### src/verilog/console_pkg.sv
package console_pkg;

    // Number of serial consoles merged into one stream
    localparam int num_chan = 2;

    // Channel tag carried with every character
    typedef logic [$clog2(num_chan)-1:0] chan_t;

    // One received character
    typedef logic [7:0] char_t;

    // Control codes seen in console output
    localparam char_t char_cr = 8'h0D; // Dropped by the merge stage
    localparam char_t char_lf = 8'h0A; // Kept as the bare line break

    // Printable ASCII range, both ends inclusive
    localparam char_t print_lo = 8'h20;
    localparam char_t print_hi = 8'h7E;

endpackage

### src/verilog/uart_pkg.sv
package uart_pkg;

    // Fixed line rate, given as clock cycles per serial bit
    localparam int clks_per_bit = 16;

    // Offset from the detected start edge to the middle of the start bit
    localparam int half_bit = clks_per_bit / 2;

    // 8N1 frame: one start bit, data_bits payload bits, one stop bit
    localparam int data_bits = 8;

    // Flops in front of the edge detector on the asynchronous line
    localparam int sync_stages = 2;

    // Counter widths derived from the timing above
    localparam int baud_cnt_w = $clog2(clks_per_bit);
    localparam int bit_cnt_w  = $clog2(data_bits);

endpackage
### src/verilog/console_capture_top.sv
module console_capture_top (
    input  logic                clk,
    input  logic                rst,
    input  logic                rxd_0,
    input  logic                rxd_1,
    output logic                char_valid,
    output console_pkg::char_t  char_data,
    output console_pkg::chan_t  char_chan,
    output logic                char_printable,
    output logic                frame_err_0,
    output logic                frame_err_1
);

    import console_pkg::*;

    logic  rx_valid_0;
    char_t rx_data_0;
    logic  rx_err_0;
    logic  rx_valid_1;
    char_t rx_data_1;
    logic  rx_err_1;

    // Console of core 0
    uart_rx u_rx_0 (
        .clk        (clk),
        .rst        (rst),
        .rxd        (rxd_0),
        .byte_valid (rx_valid_0),
        .byte_data  (rx_data_0),
        .frame_err  (rx_err_0)
    );

    // Console of core 1
    uart_rx u_rx_1 (
        .clk        (clk),
        .rst        (rst),
        .rxd        (rxd_1),
        .byte_valid (rx_valid_1),
        .byte_data  (rx_data_1),
        .frame_err  (rx_err_1)
    );

    console_merge u_merge (
        .clk            (clk),
        .rst            (rst),
        .byte_valid_0   (rx_valid_0),
        .byte_data_0    (rx_data_0),
        .frame_err_0_in (rx_err_0),
        .byte_valid_1   (rx_valid_1),
        .byte_data_1    (rx_data_1),
        .frame_err_1_in (rx_err_1),
        .char_valid     (char_valid),
        .char_data      (char_data),
        .char_chan      (char_chan),
        .char_printable (char_printable),
        .frame_err_0    (frame_err_0),
        .frame_err_1    (frame_err_1)
    );

endmodule

### src/verilog/console_merge.sv
module console_merge (
    input  logic                clk,
    input  logic                rst,
    input  logic                byte_valid_0,
    input  console_pkg::char_t  byte_data_0,
    input  logic                frame_err_0_in,
    input  logic                byte_valid_1,
    input  console_pkg::char_t  byte_data_1,
    input  logic                frame_err_1_in,
    output logic                char_valid,
    output console_pkg::char_t  char_data,
    output console_pkg::chan_t  char_chan,
    output logic                char_printable,
    output logic                frame_err_0,
    output logic                frame_err_1
);

    import console_pkg::*;

    logic [num_chan-1:0] in_valid;
    char_t               in_data   [num_chan];
    logic [num_chan-1:0] hold_valid;
    char_t               hold_data [num_chan];
    logic [num_chan-1:0] pend_valid;
    char_t               pend_data [num_chan];
    logic [num_chan-1:0] taken;
    logic [num_chan-1:0] load;
    logic                any_pend;
    chan_t               sel;
    char_t               sel_data;

    assign in_valid   = {byte_valid_1, byte_valid_0};
    assign in_data[0] = byte_data_0;
    assign in_data[1] = byte_data_1;

    // A fresh strobe counts as pending in its own cycle
    always_comb begin
        for (int c = 0; c < num_chan; c++) begin
            pend_valid[c] = hold_valid[c] | in_valid[c];
            pend_data[c]  = hold_valid[c] ? hold_data[c] : in_data[c];
        end
    end

    // Fixed priority, channel 0 wins
    assign any_pend = |pend_valid;
    assign sel      = pend_valid[0] ? chan_t'(0) : chan_t'(1);
    assign sel_data = pend_data[sel];

    always_comb begin
        for (int c = 0; c < num_chan; c++) begin
            taken[c] = any_pend && (sel == chan_t'(c));
            // Park the incoming byte unless it goes straight out
            load[c]  = in_valid[c] && !(taken[c] && !hold_valid[c]);
        end
    end

    // One-entry holding register per channel
    always_ff @(posedge clk) begin
        if (rst) begin
            hold_valid <= '0;
        end else begin
            hold_valid <= load | (hold_valid & ~taken);
        end
    end

    always_ff @(posedge clk) begin
        for (int c = 0; c < num_chan; c++) begin
            if (load[c]) begin
                hold_data[c] <= in_data[c];
            end
        end
    end

    // Output stage, CR is consumed without a strobe
    always_ff @(posedge clk) begin
        if (rst) begin
            char_valid <= 1'b0;
        end else begin
            char_valid <= any_pend && (sel_data != char_cr);
        end
    end

    always_ff @(posedge clk) begin
        char_data      <= sel_data;
        char_chan      <= sel;
        char_printable <= (sel_data >= print_lo) && (sel_data <= print_hi);
    end

    // Error strobes delayed to match the character path
    always_ff @(posedge clk) begin
        if (rst) begin
            frame_err_0 <= 1'b0;
            frame_err_1 <= 1'b0;
        end else begin
            frame_err_0 <= frame_err_0_in;
            frame_err_1 <= frame_err_1_in;
        end
    end

endmodule

### src/verilog/uart_rx.sv
module uart_rx (
    input  logic                clk,
    input  logic                rst,
    input  logic                rxd,
    output logic                byte_valid,
    output console_pkg::char_t  byte_data,
    output logic                frame_err
);

    import uart_pkg::*;

    typedef enum logic [1:0] {
        st_idle,
        st_start,
        st_data,
        st_stop
    } state_t;

    state_t                 state;
    logic [sync_stages-1:0] rxd_sync;
    logic                   rxd_s;
    logic                   rxd_prev;
    logic                   start_edge;
    logic [baud_cnt_w-1:0]  baud_cnt;
    logic                   baud_tick;
    logic [bit_cnt_w-1:0]   bit_cnt;
    logic [data_bits-1:0]   shreg;

    assign rxd_s      = rxd_sync[sync_stages-1];
    assign start_edge = rxd_prev & ~rxd_s; // Falling edge on synced line
    assign baud_tick  = (baud_cnt == '0);  // Mid-bit sample point

    // Synchronizer and edge history, idle level is high
    always_ff @(posedge clk) begin
        if (rst) begin
            rxd_sync <= '1;
            rxd_prev <= 1'b1;
        end else begin
            rxd_sync <= {rxd_sync[sync_stages-2:0], rxd};
            rxd_prev <= rxd_s;
        end
    end

    // Frame FSM with baud and bit counters
    always_ff @(posedge clk) begin
        if (rst) begin
            state      <= st_idle;
            baud_cnt   <= '0;
            bit_cnt    <= '0;
            byte_valid <= 1'b0;
            frame_err  <= 1'b0;
        end else begin
            byte_valid <= 1'b0;
            frame_err  <= 1'b0;

            if (state == st_idle) begin
                if (start_edge) begin
                    state    <= st_start;
                    baud_cnt <= baud_cnt_w'(half_bit - 1); // First sample mid start bit
                end
            end else if (!baud_tick) begin
                baud_cnt <= baud_cnt - 1'b1;
            end else begin
                baud_cnt <= baud_cnt_w'(clks_per_bit - 1);
                case (state)
                    st_start: begin
                        // Glitch shorter than half a bit gets ignored
                        if (!rxd_s) begin
                            state   <= st_data;
                            bit_cnt <= '0;
                        end else begin
                            state <= st_idle;
                        end
                    end
                    st_data: begin
                        if (bit_cnt == bit_cnt_w'(data_bits - 1)) begin
                            state <= st_stop;
                        end else begin
                            bit_cnt <= bit_cnt + 1'b1;
                        end
                    end
                    st_stop: begin
                        state      <= st_idle; // Ready for next edge mid stop bit
                        byte_valid <= rxd_s;
                        frame_err  <= ~rxd_s;  // Low stop bit, byte is thrown away
                    end
                    default: begin
                        state <= st_idle;
                    end
                endcase
            end
        end
    end

    // Payload shift register, LSB arrives first
    always_ff @(posedge clk) begin
        if (state == st_data && baud_tick) begin
            shreg <= {rxd_s, shreg[data_bits-1:1]};
        end
    end

    assign byte_data = shreg; // Only qualified by byte_valid

endmodule

### config.mk
export PLATFORM = sky130hd
export DESIGN_NAME = console_capture_top
export DESIGN_NICKNAME = d
export VERILOG_FILES = /design/src/verilog/console_pkg.sv /design/src/verilog/uart_pkg.sv /design/src/verilog/console_capture_top.sv /design/src/verilog/console_merge.sv /design/src/verilog/uart_rx.sv
export SDC_FILE = /design/constraint.sdc
export NUM_CORES = 1
export LEC_CHECK = 0
export BUFFER_PORTS_ARGS = -buffer_cell sky130_fd_sc_hd__buf_2
export CAP_MARGIN = 5
export CORE_MARGIN = 2
export CORE_UTILIZATION = 45
export DETAILED_ROUTE_END_ITERATION = 10
export GPL_ROUTABILITY_DRIVEN = 1
export GPL_TIMING_DRIVEN = 0
export HOLD_SLACK_MARGIN = 0.06
export PLACE_DENSITY_LB_ADDON = 0.15
export SETUP_SLACK_MARGIN = 0.15
export SLEW_MARGIN = 20
export SYNTH_ARGS = -nofsm -noshare
export SYNTH_HDL_FRONTEND = slang
export SYNTH_SLANG_ARGS = --single-unit
### constraint.sdc
create_clock -name clk -period 5.23 [get_ports clk]
set_clock_uncertainty 0.2 [all_clocks]
set_input_delay 0.523 -clock clk [delete_from_list [all_inputs] [get_ports clk]]
set_output_delay 0.523 -clock clk [all_outputs]
set_load 0.05 [all_outputs]
==> summary.md <==
| Metric | Value |
|---|---|
| Cell Rows | 30 |
| Slew HR | a little over half |
| Final slew viol count | 0 |
| Post-CTS Resized | 0 |
| P_sw | 0.2634 mW |
| Largest net degree at the start of global routing | 13 |
| Worst Path Required | roughly 5300 ps |
| I/O pin count | 17 |
| Worst slew pin tran | ~700 ps |
| Post-synthesis mux area share | slightly above 4% |
| Total Routed Length | about 5100 um |
| Area occupied by multi-input gates | between 0.001 and 0.0015 mm^2 |
| Worst path max stage delay | about 580 ps |
| Crit-path max FO | 10 |
| Post-synth top flop | dfxtp_1 |
| Crit start category | flop |
| Internal power | ~0.98 mW |
| WP data arrival | around 2300 ps |
| Post-synth EDFFs | 32 |
| Detailed Route Iter0 Violations | between 50 and 60 |
| Total gr overflow | 0 |
| Synthesis warning total | 0 |
| Synthesized area | 0.003053 mm^2 |
| Chip width | ~86 um |
| Synth Area in Compound Gates | ~12% |
| Final hold slack | 165.2 ps |
| Xor/xnor cell area share of the yosys netlist | 0% |
| Synth Area in Simple Gates | between 10% and 20% |
| FF/Latch Area | 0.001822 mm^2 |
| Sequential power share | between 50% and 60% |
| Total track usage | around 15% |
| Synth Net Count | 262 |
| Average size of a mapped cell | between 10 and 15 um^2 |
| I/O Buffers | 16 |
| DRC Markers | 0 |
| Starting Density | 45.69% |
| CTS buffer count | 9 |
| Ys async rst share | 0% |
| Switch share | about a fifth |
| Max-cap violations | 0 |
| Status | finished clean |
| Clk network pwr share | between 40 and 50% |
| Final RePlAce weighted congestion | 0.7884 |
| CTS tree | built |
| Crit-path slowest cell | nor4b_2 |
| Syn Inst Count | about 240 |
| Placed insts | 340 |
| Launch point of the worst path | u_rx_1.state[0] |
| Nets | approximately 290 |
| Finished Layout Cells | approximately 360 |
| DRT Pass-1 Iters | 4 |
| Comb pwr share | 7.0% |
| Worst r2r src | u_rx_1.state[0] |
| Worst Reg-to-Reg Cells | 7 |
| First-pass GRT wire length | around 8300 um |
| RSZ-0062 raised after global routing | no |
| Setup_tns | 0 ps |
| Seq cells post-synth | between 70 and 80 |
| Reg2reg end | u_rx_1.bit_cnt[0] |
| Via count normalized by instance count | between 5 and 6 |
| CP Cell Sequence | inv_1, ha_1, clkbuf_1, nor4b_2, o211ai_1, mux2i_1, nor2_1 |
| Ant diodes | 0 |
| Die area | ~0.0075 mm^2 |
| Final setup fails | 0 |
| CP endpoint kind | flop |
| WS Path Type | flop to flop |
| Later-pin clock latency in the skew report | approximately 340 ps |
| Commonest cells after routing, fill and taps aside | 43 x dfxtp_1, 32 x edfxtp_1, 17 x buf_2 |
| Initial antenna violation count | 0 |
| Commonest non-fill, non-tap cell in the layout | dfxtp_1 |
| CTS Sinks | 75 |
| Final Hold Viols | 0 |
| Share of cells above drive strength 1 | between 10% and 20% |
| Min cycle time layout | around 2300 ps |
| Vias | 1,867 |
| Critical Path Sink | u_rx_1.bit_cnt[0] |
| Power per standard cell area | between 300 and 400 mW/mm^2 |
| Seq/Total Area, Yosys | between 50% and 60% |
| FMAX | 434.7 MHz |
| Die extent in y | 86.37 um |
| Yosys cell types | 55 |
| DR WL/cell | about 14 um |
| Synth Area in Adders | 5.738% |
| CTS Hold Bufs | 0 |
| DP Wirelength | about 3600 um |
| Max IR drop VDD | between 0.00015 and 0.0002 V |
| Fillers | approximately 590 |
| Flop2flop setup slack | 2930 ps |
| Antenna Nets Post-Route | 0 |
| Worst Hold Class | input pin to flop |
| Tcrit/Tclk final | 43.98% |
| Clock H-tree levels | 3 |
| Vias in the first global route | roughly 1,800 |
| Area grow syn2layout | 13.77% |
| Root Driver | clkbuf_8 |
| Leakage | roughly 1.3 nW |
| Area of the core | 0.006681 mm^2 |
| Worst Slack Setup Final | 2930 ps |
| CTS Buffer Depth | 2 |
| Post-CTS setup buffer count | 0 |
| Place WS | just under 3000 ps |
| Largest family of logic cells by synthesized area | simple AND/OR/NAND/NOR gates |
| CTS clk-pin slew, worst paths | 80 ps |
==> power groups by stage <==
| stage | clock [mW] | sequential (mW) | combinational, mW |
|---|---|---|---|
| final | 0.526 | 0.634 | 0.0869 |
| after detailed placement | 0 | 0.647 | 0.0869 |
| after CTS | 0.542 | 0.633 | 0.0873 |
| after global placement | 0 | 0.647 | 0.0853 |
| after floorplan | 0 | 0.643 | 0.0706 |
| after global routing | 0.562 | 0.635 | 0.0993 |
==> Yosys cell counts (6+ instances only) <==
cell type / instances / area [um^2]
inv_1: 14 / 52.55
mux2i_1: 9 / 90.09
ha_1: 14 / 175.2
edfxtp_1: 32 / 960.9
nand2_1: 15 / 56.30
clkbuf_1: 6 / 22.52
a21oi_1: 10 / 50.05
nor2b_1: 8 / 50.05
dfxtp_1: 43 / 860.8
or2_2: 6 / 37.54
nor2_1: 13 / 48.80
==> layer usage <==
| layer | share of wire, % | GRT usage (%) | up-vias |
|---|---|---|---|
| met2 | 45 | 23.29 | 30 |
| met3 | 3.1 | 3.048 | 9 |
| li1 | - | - | 948 |
| met1 | 49 | 18.80 | 880 |
| met4 | 2.0 | 8.097 | 0 |
| met5 | 0 | 0 | - |
==> worst min-delay path by stage <==
stage,start,to,slack [ps],cells after the start
floorplan,u_rx_0.rxd_sync[0],u_rx_0.rxd_sync[1],190,1
global placement,u_rx_1.rxd_sync[0],u_rx_1.rxd_sync[1],190,1
detailed placement,u_rx_1.rxd_sync[0],u_rx_1.rxd_sync[1],200,1
CTS,rxd_1,u_rx_1.rxd_sync[0],150,2
global route,rxd_0,u_rx_0.rxd_sync[0],160,2
finish,rxd_1,u_rx_1.rxd_sync[0],170,2
==> state kept, by name, indices dropped and copies added, names as in the netlist, 2 cells and up <==
| signal | count |
|---|---|
| u_rx_0.rxd_sync | 2 |
| u_rx_0.bit_cnt | 3 |
| u_rx_1.baud_cnt | 4 |
| u_rx_1.bit_cnt | 3 |
| u_merge.char_data | 8 |
| u_rx_0.state | 2 |
| u_merge.hold_valid | 2 |
| u_rx_0.byte_data | 8 |
| u_rx_1.state | 2 |
| u_rx_1.byte_data | 8 |
| u_rx_1.rxd_sync | 2 |
| u_rx_0.baud_cnt | 4 |
| u_merge.hold_data | 16 |
==> cells by family after synthesis <==
| logic type | after synthesis |
|---|---|
| AND/OR/NAND/NOR | 74 |
| buffers and inverters | 24 |
| multiplexers | 12 |
| AO/OA/AOI/OAI | 45 |
| adder cells (fa/ha/maj) | 14 |
| flip-flops | 75 |
==> worst max-delay path: cells and delay by family, from the launching register on <==
family,cells,cell delay [ps]
multiplexers,1,200
adder cells (fa/ha/maj),1,190
flip-flops,1,380
AO/OA/AOI/OAI,1,290
AND/OR/NAND/NOR,2,630
buffers and inverters,2,290
==> cell type report <==
type / count / share of cell area (%)
clock inverter: 6 / 2.954
sequential: 75 / 52.45
clock buffer: 10 / 3.963
inverter: 15 / 1.765
timing repair buffer: 16 / 2.305
multi-input combinational: 145 / 32.24
tap: 80 / 2.882
buffer: 9 / 1.441
==> stage by stage <==
step | area [um^2] | power [mW] | util, %
floorplan | 3053 | 0.7140 | -
global placement | 3233 | 0.7319 | 48.39
detailed placement | 3233 | 0.7337 | 48.39
CTS | 3473 | 1.262 | 51.99
global route | 3473 | 1.296 | 51.99
finish | 3473 | 1.246 | 51.99
Note: power is estimated with default switching activity, not from simulation.
